`src/lc_pkg.sv`:
```
`default_nettype none

package lc_pkg;

    localparam int DES_ROUNDS = 16;
    localparam int PIPE_DEPTH = DES_ROUNDS + 1;  // input reg plus one reg per round

    typedef logic [63:0]              block_t;       // message, ciphertext, mask
    typedef logic [31:0]              half_t;        // feistel half, region, index
    typedef logic [47:0]              subkey_t;      // one round key
    typedef logic [48*DES_ROUNDS-1:0] round_keys_t;  // round 1 sits in the top slot
    typedef logic [63:0]              count_t;       // mismatch tally

    typedef enum logic [1:0] {
        IDLE,
        RUN,
        DRAIN,      // wait for the cipher to empty
        FINISHED
    } run_state_t;

    // all tables use des bit numbering: bit 1 is the msb of the vector
    localparam int IP_TABLE [64] = '{
        58, 50, 42, 34, 26, 18, 10, 2,
        60, 52, 44, 36, 28, 20, 12, 4,
        62, 54, 46, 38, 30, 22, 14, 6,
        64, 56, 48, 40, 32, 24, 16, 8,
        57, 49, 41, 33, 25, 17, 9,  1,
        59, 51, 43, 35, 27, 19, 11, 3,
        61, 53, 45, 37, 29, 21, 13, 5,
        63, 55, 47, 39, 31, 23, 15, 7
    };

    localparam int FP_TABLE [64] = '{  // inverse of ip
        40, 8, 48, 16, 56, 24, 64, 32,
        39, 7, 47, 15, 55, 23, 63, 31,
        38, 6, 46, 14, 54, 22, 62, 30,
        37, 5, 45, 13, 53, 21, 61, 29,
        36, 4, 44, 12, 52, 20, 60, 28,
        35, 3, 43, 11, 51, 19, 59, 27,
        34, 2, 42, 10, 50, 18, 58, 26,
        33, 1, 41, 9,  49, 17, 57, 25
    };

    localparam int E_TABLE [48] = '{  // 32 -> 48 expansion
        32, 1,  2,  3,  4,  5,
        4,  5,  6,  7,  8,  9,
        8,  9,  10, 11, 12, 13,
        12, 13, 14, 15, 16, 17,
        16, 17, 18, 19, 20, 21,
        20, 21, 22, 23, 24, 25,
        24, 25, 26, 27, 28, 29,
        28, 29, 30, 31, 32, 1
    };

    localparam int P_TABLE [32] = '{
        16, 7,  20, 21, 29, 12, 28, 17,
        1,  15, 23, 26, 5,  18, 31, 10,
        2,  8,  24, 14, 32, 27, 3,  9,
        19, 13, 30, 6,  22, 11, 4,  25
    };

    // row-major, entry = row*16 + col
    localparam logic [3:0] SBOX [8][64] = '{
        '{14, 4, 13, 1, 2, 15, 11, 8, 3, 10, 6, 12, 5, 9, 0, 7,
          0, 15, 7, 4, 14, 2, 13, 1, 10, 6, 12, 11, 9, 5, 3, 8,
          4, 1, 14, 8, 13, 6, 2, 11, 15, 12, 9, 7, 3, 10, 5, 0,
          15, 12, 8, 2, 4, 9, 1, 7, 5, 11, 3, 14, 10, 0, 6, 13},
        '{15, 1, 8, 14, 6, 11, 3, 4, 9, 7, 2, 13, 12, 0, 5, 10,
          3, 13, 4, 7, 15, 2, 8, 14, 12, 0, 1, 10, 6, 9, 11, 5,
          0, 14, 7, 11, 10, 4, 13, 1, 5, 8, 12, 6, 9, 3, 2, 15,
          13, 8, 10, 1, 3, 15, 4, 2, 11, 6, 7, 12, 0, 5, 14, 9},
        '{10, 0, 9, 14, 6, 3, 15, 5, 1, 13, 12, 7, 11, 4, 2, 8,
          13, 7, 0, 9, 3, 4, 6, 10, 2, 8, 5, 14, 12, 11, 15, 1,
          13, 6, 4, 9, 8, 15, 3, 0, 11, 1, 2, 12, 5, 10, 14, 7,
          1, 10, 13, 0, 6, 9, 8, 7, 4, 15, 14, 3, 11, 5, 2, 12},
        '{7, 13, 14, 3, 0, 6, 9, 10, 1, 2, 8, 5, 11, 12, 4, 15,
          13, 8, 11, 5, 6, 15, 0, 3, 4, 7, 2, 12, 1, 10, 14, 9,
          10, 6, 9, 0, 12, 11, 7, 13, 15, 1, 3, 14, 5, 2, 8, 4,
          3, 15, 0, 6, 10, 1, 13, 8, 9, 4, 5, 11, 12, 7, 2, 14},
        '{2, 12, 4, 1, 7, 10, 11, 6, 8, 5, 3, 15, 13, 0, 14, 9,
          14, 11, 2, 12, 4, 7, 13, 1, 5, 0, 15, 10, 3, 9, 8, 6,
          4, 2, 1, 11, 10, 13, 7, 8, 15, 9, 12, 5, 6, 3, 0, 14,
          11, 8, 12, 7, 1, 14, 2, 13, 6, 15, 0, 9, 10, 4, 5, 3},
        '{12, 1, 10, 15, 9, 2, 6, 8, 0, 13, 3, 4, 14, 7, 5, 11,
          10, 15, 4, 2, 7, 12, 9, 5, 6, 1, 13, 14, 0, 11, 3, 8,
          9, 14, 15, 5, 2, 8, 12, 3, 7, 0, 4, 10, 1, 13, 11, 6,
          4, 3, 2, 12, 9, 5, 15, 10, 11, 14, 1, 7, 6, 0, 8, 13},
        '{4, 11, 2, 14, 15, 0, 8, 13, 3, 12, 9, 7, 5, 10, 6, 1,
          13, 0, 11, 7, 4, 9, 1, 10, 14, 3, 5, 12, 2, 15, 8, 6,
          1, 4, 11, 13, 12, 3, 7, 14, 10, 15, 6, 8, 0, 5, 9, 2,
          6, 11, 13, 8, 1, 4, 10, 7, 9, 5, 0, 15, 14, 2, 3, 12},
        '{13, 2, 8, 4, 6, 15, 11, 1, 10, 9, 3, 14, 5, 0, 12, 7,
          1, 15, 13, 8, 10, 3, 7, 4, 12, 5, 6, 11, 0, 14, 9, 2,
          7, 11, 4, 1, 9, 12, 14, 2, 0, 6, 10, 13, 15, 3, 5, 8,
          2, 1, 14, 7, 4, 10, 8, 13, 15, 12, 9, 0, 3, 5, 6, 11}
    };

endpackage

`default_nettype wire

```
`src/run_control.sv`:
```
`timescale 1ns/1ns
`default_nettype none

// idle -> run -> drain -> finished, restart goes back to idle
module run_control
    import lc_pkg::*;
(
    input  wire clk,
    input  wire rst_n,
    input  wire restart,
    input  wire start,
    input  wire last,
    input  wire limit_zero,
    input  wire pipe_busy,
    output logic run_go,
    output logic done
);

    run_state_t state;
    run_state_t state_nxt;

    assign run_go = (state == IDLE) && start;  // start ignored elsewhere

    always_comb begin
        state_nxt = state;
        case (state)
            IDLE: begin
                if (start) begin
                    state_nxt = limit_zero ? DRAIN : RUN;  // empty run skips ahead
                end
            end
            RUN: begin
                if (last) begin
                    state_nxt = DRAIN;
                end
            end
            DRAIN: begin
                if (!pipe_busy) begin
                    state_nxt = FINISHED;
                end
            end
            FINISHED: state_nxt = FINISHED;  // held until restart
            default:  state_nxt = IDLE;
        endcase
    end

    always_ff @(posedge clk) begin
        if (!rst_n) begin
            state <= IDLE;
            done  <= 1'b0;
        end else if (restart) begin
            state <= IDLE;
            done  <= 1'b0;
        end else begin
            state <= state_nxt;
            done  <= (state == FINISHED);  // one cycle behind, lets the tally settle
        end
    end

    a_done_state: assert property (@(posedge clk) disable iff (!rst_n)
        done |-> (state == FINISHED));

endmodule

`default_nettype wire

```
`config.mk`:
```
export PLATFORM = sky130hd
export DESIGN_NAME = run_control
export DESIGN_NICKNAME = d
export VERILOG_FILES = /design/src/lc_pkg.sv /design/src/run_control.sv
export SDC_FILE = /design/constraint.sdc
export NUM_CORES = 1
export LEC_CHECK = 0
export ABC_AREA = 1
export BUFFER_PORTS_ARGS = -buffer_cell sky130_fd_sc_hd__clkbuf_2
export CELL_PAD_IN_SITES_DETAIL_PLACEMENT = 0
export CELL_PAD_IN_SITES_GLOBAL_PLACEMENT = 2
export CORE_AREA = 2 2 39 41
export DETAILED_ROUTE_END_ITERATION = 8
export DIE_AREA = 0 0 41 43
export PLACE_DENSITY = 0.57
export SYNTH_ARGS = -nofsm -noshare
export SYNTH_HDL_FRONTEND = slang
export SYNTH_SLANG_ARGS = --single-unit
```
`constraint.sdc`:
```
create_clock -name clk -period 1.15 [get_ports clk]
set_clock_uncertainty 0.1 [all_clocks]
set_input_delay 0.1725 -clock clk [delete_from_list [all_inputs] [get_ports clk]]
set_output_delay 0.1725 -clock clk [all_outputs]
set_load 0.05 [all_outputs]
```
Word level (Yosys, flattened, before mapping)
Index checks and enable logic that the tools add are counted. Widths: inputs -> output; s select.

Word-level logic and storage cells: 18. Bits in latches: 0. Input port bits: 7. Memories kept: 0. Output and inout port bits: 2. Flip-flop bits (word level): 3. ROM bits: 0. Memory bits (writable): 0.

Multipliers: 0. Bitwise operators: 1. Multiplexer cells: 5. Magnitude comparators: 0. Shift-type cells: 0. Equal/unequal tests: 6. Div/mod/pow operators: 0. $add $sub $neg: 0. Reductions and logical operators: 4.

Operators by type and width (number): $mux 2 (4); $pmux 2 s4 (1); $ne 2x2->1 const B (3); $eq 2x2->1 const B (2); $reduce_and 3->1 (1); $eq 2x1->1 const B (1); $logic_not 2->1 (1); $reduce_or 2->1 (1); $logic_and 1x1->1 (1); $not 1->1 (1).

Depth between registers and ports, before layout
Depth after elaboration: 3. Gate-level depth with buffers: 6.

Least setup slack after synthesis
No wires, ideal clock.

Kind: reg-to-output. Start: register state[0]. End: output port run_go. Cell stages (with the launch flop): 4. Data arrival time: 823 ps. Data required time: 877 ps. Buffers on the path: 0. Path slack: 55 ps. Path through: dfxtp_1 nor2_1 nand2_1 inv_1.

Cells in the longest elaborated chain, start to end: 2.

RTL lines: start, declared (RTL line run_control.sv:19) `run_state_t state;`; start signal, assigned (RTL line run_control.sv:55) `state <= state_nxt;`; $logic_not 2->1 (RTL line run_control.sv:22) `assign run_go = (state == IDLE) && start;`; $logic_and 1x1->1 (RTL line run_control.sv:22); end, declared (RTL line run_control.sv:15) `output logic run_go,`.

Every way passes these cells.

Worst setup path in the final report
Ends and elaborated chain as after synthesis.

==> run summary <==
Clk Latency, worst-skew pair = 230 ps
Min Tclk post-route = 1205 ps
Hold WC Path Type = primary input to register
DR vias = 222
Maximum fanout along the worst path = 2
Max incr delay on CP = 310 ps
Syn Nets = 35
Final period util = 104.8%
Slowest cell on crit path = dfxtp_2
Most frequent cells in the layout = clkbuf_2, nand2_1, nand3_1
Setup violators final = 1
Share of post-route cells with drive strength above 1 = 48.84%
CP required = 880 ps
Die ar. = 1763 um2
CP delay by family, top = flip-flops
Startpoint Class = register
Core area = 1384 um2
Failing checks = negative setup slack
Slew HR = 81.10%
Ant. Diodes = 0
Placed insts = 54
Slew @ Worst Pin = 284.7 ps
R2R cell count = 7
Pins Over Slew Limit = 0
Synthesized flop and latch total = 3
Final worst setup slack = -54.89 ps
Reg2Reg Setup Slack = 100 ps
Clk pin slew, worst setup/hold paths = 40 ps
Crit path to = run_go
Worst setup EP type = output pin
Final Hold Vio Count = 0
Total CTS buffers = 3
Post-Syn Area per Cell = 5.943 um2
Power Density = 1263 nW/um2
Outcome = finished, violations left
Critical path arrival = 930 ps
Critical path origin = state[0]
Max-Cap Viols = 0
Mapped Area = 166.4 um2
Critical path cell sequence = nor2_2 > nand2_1 > inv_2 > buf_8
Antenna violations before repair = 0
Commonest non-fill, non-tap cell in the layout = clkbuf_2
CTS tree = done
Capturing point of the worst reg2reg path = state[0]
Fin cells = 59
Port Buf Inserts = 8
DR WL/cell = 7.475 um
Setup CP Type = register to output pin
Rows = 14
Die Ht = 43 um
H-tree depth = 1
Mapped Cells = 28
Fin nets = 51
Die span in x = 41 um
Clock Path Buffers = 2
Final Util = 21.70%
DRC Markers = 0
Post-synth cell types = 9
Reg2reg start = state[1]
Worst VDD drop = 359.4 uV
DRT antenna net count = 0
Starting Density = 12.03%
Sequential share of the synthesized area = 36.09%
Grt ovf = 0
Area delta synth->final = 80.45%
YS warnings = 0
Ports = 9
First-pass GRT wire length = 779 um
GRT Total Usage = 7.222%
Crit. path cell count = 4
Unrepaired setup endpoints after global routing = yes
DR pass1 iterations = 2
Largest net degree at the start of global routing = 7
Drt total wl = 441 um
Vias per inst = 3.763
Min Hold Slack = 23.33 ps
Lkg Pwr = 0.1617 nW
Top achievable clock speed = 830.0 MHz
RD Place Congestion = 0.6096
Clock root buffer = clkbuf_4
Initial DRC count = 7
Clock Sinks = 3
Vias in the first global route = 216
Critical path buffer and inverter count = 2
timing repair:
item	4_1_cts	5_1_grt
pin swaps	2	3
hold buffers	0	0
buffers inserted	1	0
endpoints found under the setup margin	1	2
gates resized for setup	4	6
gates cloned	0	0
cells in the mapped netlist:
| library cell | count | area (um2) |
|---|---|---|
| nand2_1 | 6 | 22.52 |
| nand3_1 | 5 | 25.02 |
| inv_1 | 4 | 15.01 |
| nor2_1 | 4 | 15.01 |
| dfxtp_1 | 3 | 60.06 |
| inv_2 | 2 | 7.510 |
| o21ai_0 | 2 | 10.01 |
| a21oi_1 | 1 | 5.000 |
| nor4_1 | 1 | 6.260 |
kinds of logic after synthesis:
kind of cell,Yosys count,share of synthesized area (%)
and+or+nand+nor,16,41.35
buffers and inverters,6,13.53
DFF,3,36.09
AOI/OAI and AO/OA,3,9.020
layout make-up:
type                            instances  area (um2)
Fill cell                             157        1084
Tap cell                               16       20.02
Inverter                                6       27.53
Clock buffer                            4       26.28
Timing Repair Buffer                   11       72.57
Multi-Input combinational cell         19       91.34
Sequential cell                         3       62.56
routing by layer:
| layer | share of wire [%] | vias to the layer above | track usage [%] |
|---|---|---|---|
| met5 | 0 | - | 0 |
| met4 | 0 | 0 | 8.000 |
| met3 | 8.4 | 0 | 3.141 |
| met2 | 46 | 7 | 8.750 |
| met1 | 45 | 97 | 8.333 |
| li1 | - | 118 | - |
worst min-delay path by stage:
stage | startpoint | end | cells after the start
after floorplan | restart | done | 1
after detailed placement | restart | done | 2
after CTS | restart | done | 2
final | restart | done | 2
after global routing | restart | done | 2
after global placement | restart | done | 2
power breakdown:
group          switching [mW]  internal (mW)  total (mW)
combinational          0.0491         0.0392      0.0884
clock                  0.0492          0.130       0.179
sequential            0.00260          0.109       0.112
flip-flops by register name, summed over array words and instances (netlist names):
name	flops
done	1
state	2
per-stage QoR:
step | total power [mW] | setup slack, ps | TNS, ps | area (um2)
after floorplan | 0.1566 | 54.52 | 0 | 166.4
after global placement | 0.1852 | 65.94 | 0 | 241.5
after detailed placement | 0.1833 | 60.69 | 0 | 241.5
after CTS | 0.3829 | -83.71 | -83.71 | 287.8
after global routing | 0.4165 | -120.8 | -124.5 | 300.3
final | 0.3794 | -54.89 | -54.89 | 300.3
(Power assumes the default switching activity.)
