[src/lc_pkg.sv]
`default_nettype none

package lc_pkg;

    localparam int DES_ROUNDS = 16;
    localparam int PIPE_DEPTH = DES_ROUNDS + 1;  // input reg plus one reg per round

    typedef logic [63:0]              block_t;       // message, ciphertext, mask
    typedef logic [31:0]              half_t;        // feistel half, region, index
    typedef logic [47:0]              subkey_t;      // one round key
    typedef logic [48*DES_ROUNDS-1:0] round_keys_t;  // round 1 sits in the top slot
    typedef logic [63:0]              count_t;       // mismatch tally

    typedef enum logic [1:0] {
        IDLE,
        RUN,
        DRAIN,      // wait for the cipher to empty
        FINISHED
    } run_state_t;

    // all tables use des bit numbering: bit 1 is the msb of the vector
    localparam int IP_TABLE [64] = '{
        58, 50, 42, 34, 26, 18, 10, 2,
        60, 52, 44, 36, 28, 20, 12, 4,
        62, 54, 46, 38, 30, 22, 14, 6,
        64, 56, 48, 40, 32, 24, 16, 8,
        57, 49, 41, 33, 25, 17, 9,  1,
        59, 51, 43, 35, 27, 19, 11, 3,
        61, 53, 45, 37, 29, 21, 13, 5,
        63, 55, 47, 39, 31, 23, 15, 7
    };

    localparam int FP_TABLE [64] = '{  // inverse of ip
        40, 8, 48, 16, 56, 24, 64, 32,
        39, 7, 47, 15, 55, 23, 63, 31,
        38, 6, 46, 14, 54, 22, 62, 30,
        37, 5, 45, 13, 53, 21, 61, 29,
        36, 4, 44, 12, 52, 20, 60, 28,
        35, 3, 43, 11, 51, 19, 59, 27,
        34, 2, 42, 10, 50, 18, 58, 26,
        33, 1, 41, 9,  49, 17, 57, 25
    };

    localparam int E_TABLE [48] = '{  // 32 -> 48 expansion
        32, 1,  2,  3,  4,  5,
        4,  5,  6,  7,  8,  9,
        8,  9,  10, 11, 12, 13,
        12, 13, 14, 15, 16, 17,
        16, 17, 18, 19, 20, 21,
        20, 21, 22, 23, 24, 25,
        24, 25, 26, 27, 28, 29,
        28, 29, 30, 31, 32, 1
    };

    localparam int P_TABLE [32] = '{
        16, 7,  20, 21, 29, 12, 28, 17,
        1,  15, 23, 26, 5,  18, 31, 10,
        2,  8,  24, 14, 32, 27, 3,  9,
        19, 13, 30, 6,  22, 11, 4,  25
    };

    // row-major, entry = row*16 + col
    localparam logic [3:0] SBOX [8][64] = '{
        '{14, 4, 13, 1, 2, 15, 11, 8, 3, 10, 6, 12, 5, 9, 0, 7,
          0, 15, 7, 4, 14, 2, 13, 1, 10, 6, 12, 11, 9, 5, 3, 8,
          4, 1, 14, 8, 13, 6, 2, 11, 15, 12, 9, 7, 3, 10, 5, 0,
          15, 12, 8, 2, 4, 9, 1, 7, 5, 11, 3, 14, 10, 0, 6, 13},
        '{15, 1, 8, 14, 6, 11, 3, 4, 9, 7, 2, 13, 12, 0, 5, 10,
          3, 13, 4, 7, 15, 2, 8, 14, 12, 0, 1, 10, 6, 9, 11, 5,
          0, 14, 7, 11, 10, 4, 13, 1, 5, 8, 12, 6, 9, 3, 2, 15,
          13, 8, 10, 1, 3, 15, 4, 2, 11, 6, 7, 12, 0, 5, 14, 9},
        '{10, 0, 9, 14, 6, 3, 15, 5, 1, 13, 12, 7, 11, 4, 2, 8,
          13, 7, 0, 9, 3, 4, 6, 10, 2, 8, 5, 14, 12, 11, 15, 1,
          13, 6, 4, 9, 8, 15, 3, 0, 11, 1, 2, 12, 5, 10, 14, 7,
          1, 10, 13, 0, 6, 9, 8, 7, 4, 15, 14, 3, 11, 5, 2, 12},
        '{7, 13, 14, 3, 0, 6, 9, 10, 1, 2, 8, 5, 11, 12, 4, 15,
          13, 8, 11, 5, 6, 15, 0, 3, 4, 7, 2, 12, 1, 10, 14, 9,
          10, 6, 9, 0, 12, 11, 7, 13, 15, 1, 3, 14, 5, 2, 8, 4,
          3, 15, 0, 6, 10, 1, 13, 8, 9, 4, 5, 11, 12, 7, 2, 14},
        '{2, 12, 4, 1, 7, 10, 11, 6, 8, 5, 3, 15, 13, 0, 14, 9,
          14, 11, 2, 12, 4, 7, 13, 1, 5, 0, 15, 10, 3, 9, 8, 6,
          4, 2, 1, 11, 10, 13, 7, 8, 15, 9, 12, 5, 6, 3, 0, 14,
          11, 8, 12, 7, 1, 14, 2, 13, 6, 15, 0, 9, 10, 4, 5, 3},
        '{12, 1, 10, 15, 9, 2, 6, 8, 0, 13, 3, 4, 14, 7, 5, 11,
          10, 15, 4, 2, 7, 12, 9, 5, 6, 1, 13, 14, 0, 11, 3, 8,
          9, 14, 15, 5, 2, 8, 12, 3, 7, 0, 4, 10, 1, 13, 11, 6,
          4, 3, 2, 12, 9, 5, 15, 10, 11, 14, 1, 7, 6, 0, 8, 13},
        '{4, 11, 2, 14, 15, 0, 8, 13, 3, 12, 9, 7, 5, 10, 6, 1,
          13, 0, 11, 7, 4, 9, 1, 10, 14, 3, 5, 12, 2, 15, 8, 6,
          1, 4, 11, 13, 12, 3, 7, 14, 10, 15, 6, 8, 0, 5, 9, 2,
          6, 11, 13, 8, 1, 4, 10, 7, 9, 5, 0, 15, 14, 2, 3, 12},
        '{13, 2, 8, 4, 6, 15, 11, 1, 10, 9, 3, 14, 5, 0, 12, 7,
          1, 15, 13, 8, 10, 3, 7, 4, 12, 5, 6, 11, 0, 14, 9, 2,
          7, 11, 4, 1, 9, 12, 14, 2, 0, 6, 10, 13, 15, 3, 5, 8,
          2, 1, 14, 7, 4, 10, 8, 13, 15, 12, 9, 0, 3, 5, 6, 11}
    };

endpackage

`default_nettype wire

[src/message_counter.sv]
`timescale 1ns/1ns
`default_nettype none

// plaintext = {region, index}, index runs 0 .. limit-1
module message_counter
    import lc_pkg::*;
(
    input  wire        clk,
    input  wire        rst_n,
    input  wire        restart,
    input  wire        go,
    input  wire half_t region,
    input  wire half_t limit,
    output block_t     msg,
    output logic       msg_valid,
    output logic       last
);

    half_t region_q;  // latched on go
    half_t limit_q;
    half_t index;
    logic  active;

    always_ff @(posedge clk) begin
        if (!rst_n) begin
            active <= 1'b0;
            index  <= '0;
        end else if (restart) begin
            active <= 1'b0;
            index  <= '0;
        end else if (go) begin
            active <= (limit != '0);  // zero limit emits nothing
            index  <= '0;
        end else if (active) begin
            if (last) begin
                active <= 1'b0;
            end else begin
                index <= index + 1'b1;
            end
        end
    end

    always_ff @(posedge clk) begin
        if (go) begin
            region_q <= region;
            limit_q  <= limit;
        end
    end

    assign msg       = {region_q, index};
    assign msg_valid = active;
    assign last      = active && (index == limit_q - 1'b1);  // final message

    a_index_range: assert property (@(posedge clk) disable iff (!rst_n)
        msg_valid |-> (index < limit_q));

endmodule

`default_nettype wire

[config.mk]
export PLATFORM = sky130hd
export DESIGN_NAME = message_counter
export DESIGN_NICKNAME = d
export VERILOG_FILES = /design/src/lc_pkg.sv /design/src/message_counter.sv
export SDC_FILE = /design/constraint.sdc
export NUM_CORES = 1
export LEC_CHECK = 0
export BUFFER_PORTS_ARGS = -buffer_cell sky130_fd_sc_hd__buf_2
export CAP_MARGIN = 20
export CORE_UTILIZATION = 57
export DETAILED_ROUTE_END_ITERATION = 10
export GPL_ROUTABILITY_DRIVEN = 0
export GPL_TIMING_DRIVEN = 0
export PLACE_DENSITY = 0.87
export SLEW_MARGIN = 15
export SYNTH_ARGS = -nofsm -noshare
export SYNTH_HDL_FRONTEND = slang
export SYNTH_SLANG_ARGS = --single-unit
[constraint.sdc]
create_clock -name clk -period 6.9 [get_ports clk]
set_input_delay 1.38 -clock clk [delete_from_list [all_inputs] [get_ports clk]]
set_output_delay 1.38 -clock clk [all_outputs]
set_load 0.03 [all_outputs]
# Word level (Yosys, flattened, before mapping)
# Cells that the tools add are included.
# word_totals
output_inout_bits,66
regBits,97
input_bits,68
word_cells,17
# classes
bitwise,2
eq_ne,1
reduce_logical,5
muxes,3
addsub,2
# ops
op,count
adder 32 x 1 -> 32 bit (second input constant),1
== test 32 bit,1
nonzero test 32 bit,1
subtractor 32 x 1 -> 32 bit (second input constant),1
two-way mux 1 bit,3
OR reduction 3 bit,1
NOT 1 bit,2
AND reduction 2 bit,1
OR reduction 2 bit,1
logical AND 1 bit,1

# Longest topological paths before layout
# logic_depth
depth_word,6
depth_mapped,12
ltp_nobuf,10

# Least setup slack after synthesis
# OpenSTA, ideal clock, no wires.
# synth_timing
kind,register to output
startpoint,register limit_q[0]
endpoint,output port last
path_buffers,0
slack_ns,2.703
stages_incl_launch_ff,10
required_ns,5.520
arrival_time_ns,2.817
path_cell_list,edfxtp_1 -> inv_1 -> ha_1 -> nor3b_1 -> and4_1 -> mux2_2 -> o22ai_1 -> nand4_1 -> nor4_1 -> and2_1
# synth_via
elab_chain_cells,3
# synth_lines
item,line_no,source
start: declaration,message_counter.sv:20,half_t limit_q;
start signal: assignment,message_counter.sv:46,limit_q <= limit;
subtractor 32 x 1 -> 32 bit,message_counter.sv:52,assign last = active && (index == limit_q - 1'b1);
== test 32 bit,message_counter.sv:52,
logical AND 1 bit,message_counter.sv:52,
end: declaration,message_counter.sv:16,output logic last
# No other way between the ends.

# Worst setup path in the final report
# Ends and elaborated chain as after synthesis.

==> key figures <==
STA
  – RSZ-0062 raised after global routing: no
  – Fin Setup TNS: 0 ns
  – Final setup fails: 0
  – Clk_skew: 0.01461 ns
  – Max Clock Freq: 188.4 MHz
  – Slew Limit Fails: 0
  – Period minus WS final: 5.309 ns
  – Final hold viol count: 0
  – Final worst-path cycle share: 76.94%
  – Least-Margin Pin Slew: 0.7799 ns
  – Slew headroom: 47.89%

Yosys
  – Yosys Warn Count: 0
  – Mux contribution to synthesized area: 0.6407%
  – Most used DFF post-synth: edfxtp_1
  – Gate count of the mapped netlist: 437
  – Number of synthesized register bits: 97
  – Simple-gate share of the synthesized area: 23.96%
  – Synth Area in XOR/XNOR: 6.996%
  – Post-Syn Nets: 507
  – Yosys cell types: 57
  – Post-synth EDFFs: 64
  – Synth Area in Compound Gates: 12.28%
  – Largest family of logic cells by synthesized area: simple AND/OR/NAND/NOR gates
  – Synth Area in Adders: 0.5126%
  – Cell area after synthesis: 4882 um^2
  – Mapped Avg Cell Area: 11.17 um^2
  – Share of the yosys chip area belonging to registers: 52.90%
  – Async set-reset flop share out of synthesis: 0%

CTS
  – Clk_lat worst skew: 0.37 ns
  – Hold buffer count at cts: 0
  – Worst-path clk slew: 0.10 ns
  – CTS buffer count: 9
  – CTS sink count: 97
  – CTS tree: yes
  – Postcts setup bufs: 0
  – H-tree depth: 3
  – Maximum buffer depth of the clock tree: 2
  – CTS root buf: clkbuf_8
  – Total of cells resized after clock tree synthesis: 0

Route
  – Drt initial violations: 253
  – Vias: 4410
  – Vias per std cell: 6.382
  – Average wire per standard cell: 18.87 um
  – First-pass detailed-route iteration total: 5
  – Antenna viol nets, final: 0
  – DRC viols: 0
  – Final wirelength: 13.04 mm

Cells and area
  – Final-stage net count: 651
  – Commonest cells after routing, fill and taps aside: buf_2, edfxtp_1, dfxtp_1
  – Area grow syn2layout: 20.17%
  – Final std cells w/o fill: 691
  – Post-Layout Inst Area: 5867 um^2
  – Layout cells sized above 1: 29.18%
  – Diodes inserted: 0
  – Leading cell type in the layout, fill and taps excluded: buf_2

Floorplan
  – Num ports: 134
  – Starting Density: 59.12%
  – Num rows: 33
  – Die Area: 8940 um^2
  – Chip height: 94.55 um
  – Chip Width: 94.55 um
  – Core ar.: 8258 um^2

Placed design
  – Placed cell count: 675
  – Port bufs: 133
  – Area after DPL: 5682 um^2
  – Post-DP HPWL: 9.709 mm

Worst setup path
  – Worst-path fanout max: 7
  – Slowest-stage cell, CP: nor3b_1
  – Largest stage delay, worst path: 0.68 ns
  – CP endpoint kind: primary output
  – CP Data Required Time: 5.52 ns
  – CP Cell Sequence: inv_1 > ha_1 > nor3b_1 > and4_1 > mux2_2 > o22ai_1 > nand4_1 > nor4_1 > and2_1 > buf_2
  – Crit start category: flop
  – Top delay family on crit path: simple AND/OR/NAND/NOR gates
  – WP buf/inv: 2
  – Worst Path Class, Setup: flop to primary output
  – CP arrival: 3.93 ns

Pwr
  – VDD IR max: 0.1852 mV
  – Pwr per Cell Area: 200.8 nW/um^2
  – Final Total Pwr: 1.178 mW
  – Pleak: 2.174 nW

Global route
  – GRT Total Usage: 29.32%
  – Met3 usage: 7.729%
  – Top Usage Layer GRT: met2
  – Initial antenna violation count: 0
  – Grt total ovfl: 0
  – Pin count of the biggest net entering global routing: 67
  – Vias in the first global route: 4055
  – First-pass GRT wire length: 19.62 mm
  – Met1 global-route usage: 34.47%
  – Met2 usage: 50.85%

Run
  – Max cap viols: 0

Hold path
  – Worst hold path class: flop to flop

Run status
  – Outcome: finished clean
-- report_power, final --
part	total (mW)	leakage (nW)	internal [mW]	switching [mW]
combinational	0.144	1.19	0.0518	0.0919
clock	0.356	0.0953	0.138	0.218
sequential	0.678	0.892	0.653	0.0249
total	1.18	2.17	0.844	0.334
-- cell type report --
class	instances	area, um^2
flip-flops and latches	97	2582
fillers	610	2391
multi-input cells	315	2167
repair buffers	133	668.1
well taps	105	131.4
clock buffers	9	123.9
plain buffers	17	102.6
clock inverters	7	61.31
inverters	8	30.03
-- metal layers --
metal,routed length [um],vias up
met1,5065,2080
met5,0,-
met4,333,0
li1,-,2023
met3,1217,27
met2,6419,280
-- cell families (layout without fill, tap and decap cells) --
group | count (synthesis) | count (layout)
compound gates | 87 | 87
mux | 3 | 3
xor+xnor | 39 | 39
flops | 97 | 97
fa+ha+maj | 2 | 2
buf+inv | 25 | 174
simple gates | 184 | 184
-- per-stage QoR --
| stage | util (%) | setup WS (ns) | hold WS (ns) |
|---|---|---|---|
| finish | 71.05 | 1.591 | 0.5567 |
| global route | 71.05 | 1.366 | 0.5757 |
| CTS | 71.05 | 1.678 | 0.5561 |
| detailed placement | 68.80 | 2.069 | 0.5406 |
| global placement | 68.77 | 2.109 | 0.5379 |
| floorplan | - | 2.703 | 0.6241 |
-- path summary, 6_finish.rpt --
path	slack, ns	end	startpoint	cells past startpoint
setup / recovery	1.59	last	limit_q[0]	10
hold / removal	0.56	index[1]	index[1]	2
setup reg to reg	2.73	index[0]	limit_q[0]	12
hold reg to reg	0.56	index[1]	index[1]	2
-- sequential cells by signal, summed over array words and instances (netlist names) --
name	cells
region_q	32
msg_valid	1
limit_q	32
index	32
-- tightest hold or removal path, delay by kind of cell (launching register included) --
| family | cells | cell delay [ns] |
|---|---|---|
| AND/OR/NAND/NOR | 1 | 0.09 |
| AO/OA/AOI/OAI | 1 | 0.06 |
| flip-flops | 1 | 0.38 |
-- synthesized netlist by cell type, drive strengths merged (3+ instances only) --
cell     n  share of area (%)
or3     16                2.1
nor4    18                3.4
buf     10                1.6
and2     5               0.64
inv      8               0.62
and4    11                2.0
a211oi   3               0.46
a21oi   28                2.9
nand3   15                1.5
o31ai   10                1.5
o21ai   19                1.9
nand2b   4               0.51
xor2    18                3.2
nor2    13                1.0
edfxtp  64                 39
o41ai    3               0.92
o211ai   9                1.4
nand4   15                2.2
and3     7               0.90
nor3    14                1.4
nand2   27                2.1
dfxtp   33                 14
xnor2   21                3.8
clkbuf   7               0.54
or4     25                3.8
Note: power is estimated with default switching activity, not from simulation.
