[src/lc_pkg.sv]
`default_nettype none

package lc_pkg;

    localparam int DES_ROUNDS = 16;
    localparam int PIPE_DEPTH = DES_ROUNDS + 1;  // input reg plus one reg per round

    typedef logic [63:0]              block_t;       // message, ciphertext, mask
    typedef logic [31:0]              half_t;        // feistel half, region, index
    typedef logic [47:0]              subkey_t;      // one round key
    typedef logic [48*DES_ROUNDS-1:0] round_keys_t;  // round 1 sits in the top slot
    typedef logic [63:0]              count_t;       // mismatch tally

    typedef enum logic [1:0] {
        IDLE,
        RUN,
        DRAIN,      // wait for the cipher to empty
        FINISHED
    } run_state_t;

    // all tables use des bit numbering: bit 1 is the msb of the vector
    localparam int IP_TABLE [64] = '{
        58, 50, 42, 34, 26, 18, 10, 2,
        60, 52, 44, 36, 28, 20, 12, 4,
        62, 54, 46, 38, 30, 22, 14, 6,
        64, 56, 48, 40, 32, 24, 16, 8,
        57, 49, 41, 33, 25, 17, 9,  1,
        59, 51, 43, 35, 27, 19, 11, 3,
        61, 53, 45, 37, 29, 21, 13, 5,
        63, 55, 47, 39, 31, 23, 15, 7
    };

    localparam int FP_TABLE [64] = '{  // inverse of ip
        40, 8, 48, 16, 56, 24, 64, 32,
        39, 7, 47, 15, 55, 23, 63, 31,
        38, 6, 46, 14, 54, 22, 62, 30,
        37, 5, 45, 13, 53, 21, 61, 29,
        36, 4, 44, 12, 52, 20, 60, 28,
        35, 3, 43, 11, 51, 19, 59, 27,
        34, 2, 42, 10, 50, 18, 58, 26,
        33, 1, 41, 9,  49, 17, 57, 25
    };

    localparam int E_TABLE [48] = '{  // 32 -> 48 expansion
        32, 1,  2,  3,  4,  5,
        4,  5,  6,  7,  8,  9,
        8,  9,  10, 11, 12, 13,
        12, 13, 14, 15, 16, 17,
        16, 17, 18, 19, 20, 21,
        20, 21, 22, 23, 24, 25,
        24, 25, 26, 27, 28, 29,
        28, 29, 30, 31, 32, 1
    };

    localparam int P_TABLE [32] = '{
        16, 7,  20, 21, 29, 12, 28, 17,
        1,  15, 23, 26, 5,  18, 31, 10,
        2,  8,  24, 14, 32, 27, 3,  9,
        19, 13, 30, 6,  22, 11, 4,  25
    };

    // row-major, entry = row*16 + col
    localparam logic [3:0] SBOX [8][64] = '{
        '{14, 4, 13, 1, 2, 15, 11, 8, 3, 10, 6, 12, 5, 9, 0, 7,
          0, 15, 7, 4, 14, 2, 13, 1, 10, 6, 12, 11, 9, 5, 3, 8,
          4, 1, 14, 8, 13, 6, 2, 11, 15, 12, 9, 7, 3, 10, 5, 0,
          15, 12, 8, 2, 4, 9, 1, 7, 5, 11, 3, 14, 10, 0, 6, 13},
        '{15, 1, 8, 14, 6, 11, 3, 4, 9, 7, 2, 13, 12, 0, 5, 10,
          3, 13, 4, 7, 15, 2, 8, 14, 12, 0, 1, 10, 6, 9, 11, 5,
          0, 14, 7, 11, 10, 4, 13, 1, 5, 8, 12, 6, 9, 3, 2, 15,
          13, 8, 10, 1, 3, 15, 4, 2, 11, 6, 7, 12, 0, 5, 14, 9},
        '{10, 0, 9, 14, 6, 3, 15, 5, 1, 13, 12, 7, 11, 4, 2, 8,
          13, 7, 0, 9, 3, 4, 6, 10, 2, 8, 5, 14, 12, 11, 15, 1,
          13, 6, 4, 9, 8, 15, 3, 0, 11, 1, 2, 12, 5, 10, 14, 7,
          1, 10, 13, 0, 6, 9, 8, 7, 4, 15, 14, 3, 11, 5, 2, 12},
        '{7, 13, 14, 3, 0, 6, 9, 10, 1, 2, 8, 5, 11, 12, 4, 15,
          13, 8, 11, 5, 6, 15, 0, 3, 4, 7, 2, 12, 1, 10, 14, 9,
          10, 6, 9, 0, 12, 11, 7, 13, 15, 1, 3, 14, 5, 2, 8, 4,
          3, 15, 0, 6, 10, 1, 13, 8, 9, 4, 5, 11, 12, 7, 2, 14},
        '{2, 12, 4, 1, 7, 10, 11, 6, 8, 5, 3, 15, 13, 0, 14, 9,
          14, 11, 2, 12, 4, 7, 13, 1, 5, 0, 15, 10, 3, 9, 8, 6,
          4, 2, 1, 11, 10, 13, 7, 8, 15, 9, 12, 5, 6, 3, 0, 14,
          11, 8, 12, 7, 1, 14, 2, 13, 6, 15, 0, 9, 10, 4, 5, 3},
        '{12, 1, 10, 15, 9, 2, 6, 8, 0, 13, 3, 4, 14, 7, 5, 11,
          10, 15, 4, 2, 7, 12, 9, 5, 6, 1, 13, 14, 0, 11, 3, 8,
          9, 14, 15, 5, 2, 8, 12, 3, 7, 0, 4, 10, 1, 13, 11, 6,
          4, 3, 2, 12, 9, 5, 15, 10, 11, 14, 1, 7, 6, 0, 8, 13},
        '{4, 11, 2, 14, 15, 0, 8, 13, 3, 12, 9, 7, 5, 10, 6, 1,
          13, 0, 11, 7, 4, 9, 1, 10, 14, 3, 5, 12, 2, 15, 8, 6,
          1, 4, 11, 13, 12, 3, 7, 14, 10, 15, 6, 8, 0, 5, 9, 2,
          6, 11, 13, 8, 1, 4, 10, 7, 9, 5, 0, 15, 14, 2, 3, 12},
        '{13, 2, 8, 4, 6, 15, 11, 1, 10, 9, 3, 14, 5, 0, 12, 7,
          1, 15, 13, 8, 10, 3, 7, 4, 12, 5, 6, 11, 0, 14, 9, 2,
          7, 11, 4, 1, 9, 12, 14, 2, 0, 6, 10, 13, 15, 3, 5, 8,
          2, 1, 14, 7, 4, 10, 8, 13, 15, 12, 9, 0, 3, 5, 6, 11}
    };

endpackage

`default_nettype wire

[src/bias_tally.sv]
`timescale 1ns/1ns
`default_nettype none

// counts pairs where input parity != output parity
module bias_tally
    import lc_pkg::*;
(
    input  wire         clk,
    input  wire         rst_n,
    input  wire         restart,
    input  wire         msg_valid,
    input  wire block_t msg,
    input  wire block_t mask_in,
    input  wire         ct_valid,
    input  wire block_t ct,
    input  wire block_t mask_out,
    output count_t      count
);

    logic                  in_par;   // parity of masked plaintext
    logic                  out_par;  // parity of masked ciphertext
    logic [PIPE_DEPTH-1:0] par_dly;  // bit 0 newest
    logic                  mismatch;

    assign in_par  = msg_valid & (^(msg & mask_in));
    assign out_par = ^(ct & mask_out);

    // same latency as the cipher, shifts every cycle like the pipeline
    always_ff @(posedge clk) begin
        par_dly <= {par_dly[PIPE_DEPTH-2:0], in_par};
    end

    assign mismatch = par_dly[PIPE_DEPTH-1] ^ out_par;  // lines up with ct

    always_ff @(posedge clk) begin
        if (!rst_n) begin
            count <= '0;
        end else if (restart) begin
            count <= '0;
        end else if (ct_valid && mismatch) begin
            count <= count + 1'b1;
        end
    end

    a_count_mono: assert property (@(posedge clk) disable iff (!rst_n)
        !restart |=> (count >= $past(count)));

endmodule

`default_nettype wire

[config.mk]
export PLATFORM = sky130hd
export DESIGN_NAME = bias_tally
export DESIGN_NICKNAME = d
export VERILOG_FILES = /design/src/lc_pkg.sv /design/src/bias_tally.sv
export SDC_FILE = /design/constraint.sdc
export NUM_CORES = 1
export LEC_CHECK = 0
export BUFFER_PORTS_ARGS = -buffer_cell sky130_fd_sc_hd__buf_2
export CAP_MARGIN = 20
export CORE_UTILIZATION = 30
export DETAILED_ROUTE_END_ITERATION = 12
export GPL_ROUTABILITY_DRIVEN = 1
export PLACE_DENSITY_LB_ADDON = 0.2
export SLEW_MARGIN = 20
export SYNTH_ARGS = -nofsm -noshare
export SYNTH_HDL_FRONTEND = slang
export SYNTH_SLANG_ARGS = --single-unit
[constraint.sdc]
create_clock -name clk -period 8.6 [get_ports clk]
set_clock_uncertainty 0.05 [all_clocks]
set_input_delay 1.72 -clock clk [delete_from_list [all_inputs] [get_ports clk]]
set_output_delay 1.72 -clock clk [all_outputs]
set_load 0.005 [all_outputs]
Word-level counts from Yosys, hierarchy flattened --
Cells that the tools add are included.
Word-level totals: output and inout bits 64, register bits 81
Operators by class: bitwise logic cells 5, reduce and logical (&&, ||, !) cells 4, add/subtract/negate cells 1
Operators with widths (count):
- bitwise AND 64 bit | 2
- XOR reduction 64 bit | 2
- adder 64 x 1 -> 64 bit (second input constant) | 1
- OR reduction 2 bit | 1
- bitwise AND 1 bit | 1
- logical AND 1 bit | 1
- NOT 1 bit | 1
- XOR 1 bit | 1

Logic depth before layout (Yosys ltp) --
Gate-level depths: netlist of run 1.
depth in word-level cells 4, depth in mapped cells 12, mapped depth without buffers 10

Least setup slack after synthesis of run 1 --
Ideal clock, no wire load.
path type input -> register, start input port ct[59], end register count[27], setup time 0.070 ns, slack 4.541 ns, stages 11, required time 8.480 ns, arrival time 3.939 ns, path buffers 1, cells stage by stage nand2_1 > xor2_1 > xnor2_1 > xnor2_1 > xnor2_1 > xnor3_1 > xnor2_1 > or2_1 > buf_2 > or4_1 > a21oi_1
On the way: cells in the longest elaborated chain, start to end 4
Ends and longest elaborated chain:
- start, declared | line bias_tally.sv:15 | input wire block_t ct,
- bitwise AND 64 bit | line bias_tally.sv:26 | assign out_par = ^(ct & mask_out);
- XOR reduction 64 bit | line bias_tally.sv:26
- XOR 1 bit | line bias_tally.sv:33 | assign mismatch = par_dly[PIPE_DEPTH-1] ^ out_par;
- logical AND 1 bit | line bias_tally.sv:40 | end else if (ct_valid && mismatch) begin
- end signal, assigned | line bias_tally.sv:41 | count <= count + 1'b1;
- end, declared | line bias_tally.sv:17 | output count_t count
No other way between the ends. A chain may end at the register's enable or synchronous reset.

Worst setup path after layout of run 1 --
start input port ct[1], end register count[61]
Same word-level chain as after synthesis.

==> results of run 1 <==
[metrics by stage]
stage               hold WS, ns  instances  setup WS [ns]
floorplan                 0.260        652           4.54
global placement          0.261       1171           3.85
detailed placement        0.264       1171           3.82
CTS                       0.277       1186           4.15
global route              0.280       1186           3.89
finish                    0.273       1186           4.22
[synthesized netlist by cell type, drive strengths merged]
cell,n,area (sq um)
inv,12,45.0
nand2,156,586
o21ai,16,80.1
xor2,32,280
and4,2,17.5
buf,6,27.5
mux2i,1,10.0
and3,10,62.6
ha,1,12.5
xnor3,1,22.5
or2,4,25.0
and2,2,12.5
or3,18,118
nor4b,2,17.5
o31ai,2,15.0
nor3,19,95.1
xnor2,138,1210
dfxtp,81,1620
nor2b,1,6.26
or4,3,22.5
nand3,21,110
a21oi,18,90.1
nor3b,1,7.51
nor2,52,195
nand4,11,68.8
nor4,24,156
nand2b,1,6.26
clkbuf,17,63.8
[state kept, by name, summed over array words and instances, names as in the netlist]
name	cells
count	64
par_dly	17
[critical path: stages]
cell and delay, ns:
buf_2 0.09, nand2_1 0.07, xor2_1 0.21, xnor2_1 0.16
xnor2_1 0.15, xnor2_1 0.15, xnor3_1 0.46, xnor2_2 0.50
buf_4 0.45, or2_2 0.34, or3_1 0.15, a21oi_1 0.06
[power breakdown]
group / total, mW / switching (mW) / internal [mW]
clock network: 0.344 / 0.144 / 0.200
logic: 0.598 / 0.371 / 0.227
registers: 0.416 / 0.00722 / 0.409
[logic make-up (layout without fill, tap and decap cells)]
group | count (synthesis) | count (layout) | share of synthesized area, %
AND/OR/NAND/NOR | 327 | 327 | 30.2
XOR/XNOR | 171 | 171 | 30.3
flip-flops | 81 | 81 | 32.5
AO/OA/AOI/OAI | 36 | 36 | 3.72
buffers and inverters | 35 | 353 | 2.74
adder cells (fa/ha/maj) | 1 | 1 | 0.251
multiplexers | 1 | 1 | 0.201
[layer usage]
layer | vias up | GRT usage, % | part of all wire, %
met4 | 0 | 4.87 | 1.2
met3 | 13 | 4.36 | 7.3
met1 | 2218 | 17.2 | 41
met5 | - | 0 | 0
li1 | 2764 | - | -
met2 | 202 | 31.1 | 51
[cell type report]
cell class / count / area, sq um
clock buffer: 11 / 243
clock inverter: 4 / 20.0
fill: 1674 / 8990
inverter: 12 / 45.0
multi-input combinational: 536 / 3240
sequential: 81 / 1620
tap: 216 / 270
timing repair buffer: 326 / 1640
[worst max-delay path by stage]
stage / startpoint / end / slack [ns] / cells past startpoint
2_1_floorplan: ct[59] / count[27] / 4.54 / 11
3_3_place_gp: mask_out[26] / count[61] / 3.85 / 12
3_5_place_dp: ct[1] / count[61] / 3.82 / 12
4_1_cts: ct[1] / count[61] / 4.15 / 12
5_1_grt: ct[31] / count[57] / 3.89 / 12
6_report: ct[1] / count[61] / 4.22 / 12
[cells in the final DEF (no fill, tap or decap), types with 3 or more instances in the layout]
| master | netlist | routed |
|---|---|---|
| nand2_1 | 156 | 156 |
| a21oi_1 | 18 | 18 |
| o21ai_0 | 16 | 16 |
| nor2_1 | 52 | 52 |
| clkinv_2 | 0 | 4 |
| or3_1 | 17 | 17 |
| and3_1 | 10 | 10 |
| nand4_1 | 11 | 11 |
| buf_2 | 4 | 324 |
| nor3_1 | 19 | 19 |
| nand3_1 | 20 | 20 |
| or4_1 | 3 | 3 |
| nor4_1 | 23 | 23 |
| dfxtp_1 | 81 | 81 |
| or2_2 | 3 | 3 |
| xor2_1 | 32 | 32 |
| inv_1 | 12 | 12 |
| xnor2_1 | 138 | 137 |
| clkbuf_16 | 0 | 9 |
==> summary.txt, run 1 <==
STA
  • Period minus WS final: about 4.4 ns
  • Slew Limit Headroom: a little under three fifths
  • F_max: 228 MHz
  • Hold Vio Cnt, Final: 0
  • Slew @ Worst Pin: just under 0.7 ns
  • Final setup violation count: 0
  • Max Slew Vio Count: 0
  • RSZ-0062 raised after global routing: no
  • Final period util: 50.9%
  • Setup TNS: 0 ns

Detailed routing
  • 1st-iter DRT viols: 182
  • Drt total wl: ~14000 um
  • TritonRoute pass-1 iters: 4
  • Routed Antenna Nets: 0
  • WL/cell: roughly 12 um
  • DR DRC count: 0
  • Vias: approximately 5200
  • Vias/cell: 4.38

Cells and area
  • Synth-to-layout area growth: 41.9%
  • ANT cells: 0
  • Fin nets: 1228
  • Final Instance Area: 7070 sq um
  • Final Util: between 40 and 50%
  • Share of cells above drive strength 1: a little over a third

Synthesis
  • Synthesized area per cell: 7.64 sq um
  • Yosys warns: 0
  • Sequential-to-total area share from yosys stat: about a third
  • Synthesized area: about 5000 sq um
  • Post-synthesis cell count: 652
  • Synth Register Bits: 81
  • Net Count, Synth: 914
  • Distinct cells, synth: 33

Clocking
  • Setup repair bufs after CTS: 0
  • CTS resizes: 0
  • Clk sinks: 81
  • Clock root buffer master: clkbuf_16
  • Later-pin clock latency in the skew report: 0.34 ns
  • Clock buffer depth: 2
  • Clock Pin Slew Worst Setup and Hold Paths: 0.06 ns
  • Num CTS Buffers: 9
  • H-tree levels: 3
  • CTS tree: done
  • CTS hold repair buffers: 0

Pwr
  • Leak Pwr: approximately 3.0 nW
  • Final Total Pwr: 1.36 mW
  • Maximum vdd drop: 0.303 mV
  • PwrDens: 192 nW/um^2

Floorplan
  • Full die area: 17100 sq um
  • Initial Util: a little under a third
  • Die X: 131 um
  • Std cell rows: 46
  • Chip Height: 131 um
  • Core area: around 16000 sq um
  • Top-level port count: 325

Setup path
  • CP Launch Type: input pin
  • Worst EP required: 8.74 ns
  • CP Max Fanout: 38
  • R2r startpoint: count[9]
  • Crit Path Category: input pin to register
  • Worst EP arrival: ~4.5 ns
  • Worst setup EP type: register
  • Reg2reg setup slack: 5.30 ns
  • Path depth of the worst reg2reg path: 8
  • Reg-to-Reg End: count[27]

Placed design
  • HPWL Detailed: 11000 um
  • IO buf count: approximately 320
  • Dpl cell area: around 6800 sq um
  • Routability Congestion: 0.789

Hold path
  • Worst Hold Launch: par_dly[15]
  • Hold Path Cell Cnt: 0
  • Worst Hold Endpoint: par_dly[16]
  • Worst Hold Class: register to register

Status
  • Status: finished clean

GRT
  • Largest net degree at the start of global routing: 65
  • Wire length of the first global-routing pass: 21900 um
  • Antenna violations before repair: 0
  • Vias in the first global route: between 4000 and 5000
  • Global route overflow: 0
  • Overall Global Routing Usage: between 10% and 20%

Job
  • Max-cap viol count: 0
No activity file was read; power rests on OpenSTA's default activity.
==> run 2, diff against run 1 <==
--- a/config.mk
+++ b/config.mk
@@ -5,6 +5,7 @@
 export SDC_FILE = /design/constraint.sdc
 export NUM_CORES = 1
 export LEC_CHECK = 0
+export ABC_AREA = 1
 export BUFFER_PORTS_ARGS = -buffer_cell sky130_fd_sc_hd__buf_2
 export CAP_MARGIN = 20
 export CORE_UTILIZATION = 30
==> constraint.sdc (replaced) <==
create_clock -name clk -period 3.7 [get_ports clk]
set_clock_uncertainty 0.05 [all_clocks]
set_input_delay 0.74 -clock clk [delete_from_list [all_inputs] [get_ports clk]]
set_output_delay 0.74 -clock clk [all_outputs]
set_load 0.005 [all_outputs]
==> summary.txt, run 2 <==
STA
  • RSZ-0062 raised after global routing: no
  • Slew Limit Headroom: 45.1%
  • Hold Vio Cnt, Final: 0
  • Final period util: just under 70%
  • Final setup violation count: 0
  • F_max: 392 MHz
  • Slew @ Worst Pin: 0.817 ns
  • Max Slew Vio Count: 0
  • Period minus WS final: around 2.5 ns
  • Setup TNS: 0 ns

Placed design
  • Dpl cell area: 9430 sq um
  • IO buf count: 324
  • Routability Congestion: 0.902
  • HPWL Detailed: 20100 um

Floorplan
  • Full die area: 25600 sq um
  • Core area: 24400 sq um
  • Die X: approximately 160 um
  • Top-level port count: 325
  • Std cell rows: 57
  • Initial Util: a little under a third
  • Chip Height: 160 um

Hold path
  • Worst Hold Launch: par_dly[7]
  • Hold Path Cell Cnt: 0
  • Worst Hold Class: register to register

Synthesis
  • Sequential-to-total area share from yosys stat: 21.7%
  • Yosys warns: 0
  • Primary FF master, synth: dfxtp_1
  • Distinct cells, synth: 27
  • Most area-consuming cells after synthesis: nand2_1 (29%), dfxtp_1 (22%), inv_1 (10%)
  • Synth Register Bits: 81
  • EDFF count, synth: 0
  • Most frequent cell after synthesis: nand2_1
  • Post-synthesis cell count: around 1300
  • Post-synthesis async set-or-reset flop share: 0%
  • Yosys top cell area share: 28.6%
  • Synth area leader: nand2_1
  • Synthesized area: approximately 7500 sq um
  • Most instantiated cells after synthesis: nand2_1 (570), inv_1 (207), nor2_1 (108), dfxtp_1 (81)
  • Net Count, Synth: 1610
  • Synthesized area per cell: 5.55 sq um

Cells and area
  • FILL cells: 2793
  • Commonest cells after routing, fill and taps aside: nand2_1 (570), buf_2 (324), inv_1 (207)
  • Largest register FFs: 64
  • Commonest non-fill, non-tap cell in the layout: nand2_1
  • Final Instance Area: 9760 sq um
  • ANT cells: 0
  • Synth-to-layout area growth: 30.4%
  • Largest Register: count
  • Fin nets: between 1500 and 2000
  • Share of cells above drive strength 1: 23.4%
  • Biggest regs: count: 64 flops, par_dly: 17 flops

GRT
  • Vias in the first global route: 8098
  • Wire length of the first global-routing pass: 38600 um
  • Global routing's busiest layer: met2
  • Largest net degree at the start of global routing: 57
  • Antenna violations before repair: 0
  • Met3 Track Usage GR: under 10%
  • Overall Global Routing Usage: about a fifth
  • Grt met2 use: 34.4%
  • GRT met1 Usage: 21.8%
  • Global route overflow: 0

Clocking
  • H-tree levels: 3
  • Num CTS Buffers: 9
  • Clock buffer depth: 2
  • CTS resizes: 0
  • CTS hold repair buffers: 0
  • Setup repair bufs after CTS: 0
  • CTS tree: done
  • Clock root buffer master: clkbuf_16
  • Clock Pin Slew Worst Setup and Hold Paths: 0.06 ns
  • Later-pin clock latency in the skew report: 0.35 ns
  • Clk sinks: 81

Pwr
  • Maximum vdd drop: about 0.22 mV
  • Switching Fraction: 35.6%
  • Leak Pwr: 5.01 nW
  • Sw power: 1.13 mW
  • PwrDens: 326 nW/um^2
  • Clock power share: 32.0%
  • Comb pwr share: 37.3%
  • Seq pwr share: between 30% and 40%
  • Internal: 2.05 mW

Setup path
  • R2r startpoint: count[0]
  • Crit Path Category: register to register
  • Worst EP arrival: 2.79 ns
  • Path depth of the worst reg2reg path: 15
  • Worst path max stage delay: 0.42 ns
  • CP Launch Type: register
  • CP startpoint: count[0]
  • Worst EP required: 3.94 ns
  • CP Depth: 15
  • Most frequent CP cell: nand2_1
  • CP Max Fanout: 4
  • Worst setup EP type: register
  • CP top delay family: simple AND/OR/NAND/NOR gates
  • Critical-path top delay cell: dfxtp_1
  • CP cell instances: ha_1 -> nand2_1 -> nor2_2 -> nand2_1 -> nor2_2 -> nand2_1 -> nor2_1 -> nand2_1 -> nor2_1 -> nand2_1 -> nor3_2 -> nand3_1 -> nand2_1 -> inv_1 -> nor2_1
  • CP bufs+invs: 1

Detailed routing
  • WL/cell: 12.2 um
  • TritonRoute pass-1 iters: 5
  • Routed Antenna Nets: 0
  • Drt total wl: 24200 um
  • Vias: 8939
  • Vias/cell: 4.51
  • 1st-iter DRT viols: 504
  • DR DRC count: 0

Status
  • Status: finished clean

Job
  • Max-cap viol count: 0
-- run 2: final cells by class --
class	count	area (sq um)	area share, %
Clock buffer	12	236	2.42
Clock inverter	3	90.1	0.923
Inverter	219	822	8.43
Multi-Input combinational cell	1014	4860	49.9
Sequential cell	81	1620	16.6
Tap cell	324	405	4.15
Timing Repair Buffer	330	1720	17.6
-- run 2: logic make-up (layout without fill, tap and decap cells) --
group | after synthesis | after routing | share of synthesized area [%]
buf+inv | 253 | 564 | 13.6
xor+xnor | 90 | 90 | 10.5
fa+ha+maj | 1 | 1 | 0.167
compound gates | 1 | 1 | 0.100
simple gates | 922 | 922 | 53.9
flops | 81 | 81 | 21.7
-- run 2: final timing paths --
path                end  slack [ns]
max           count[60]        1.15
min          par_dly[8]        0.27
max reg2reg   count[60]        1.15
min reg2reg  par_dly[8]        0.27
-- run 2: power groups by stage --
stage	Combinational [mW]	Clock (mW)	Sequential, mW
after floorplan	0.883	0	0.992
after global placement	1.18	0	0.997
after detailed placement	1.20	0	0.998
final	1.19	1.02	0.978
after global routing	1.35	1.08	0.983
after CTS	1.20	1.05	0.978
-- run 2: per-stage QoR --
step                total power [mW]  worst slack, ns  hold slack (ns)  util (%)  cells
global route                    3.41            0.816            0.275      40.0   1983
detailed placement              2.20            0.786            0.262      38.7   1968
global placement                2.18            0.852            0.260      38.7   1968
floorplan                       1.88             1.42            0.260         -   1348
CTS                             3.22             1.14            0.273      40.0   1983
finish                          3.18             1.15            0.271      40.0   1983
-- run 2: routing by layer --
| layer | vias up | part of all wire [%] |
|---|---|---|
| li1 | 4754 | - |
| met2 | 268 | 50 |
| met3 | 20 | 6.2 |
| met1 | 3897 | 42 |
| met5 | - | 0 |
| met4 | 0 | 1.5 |
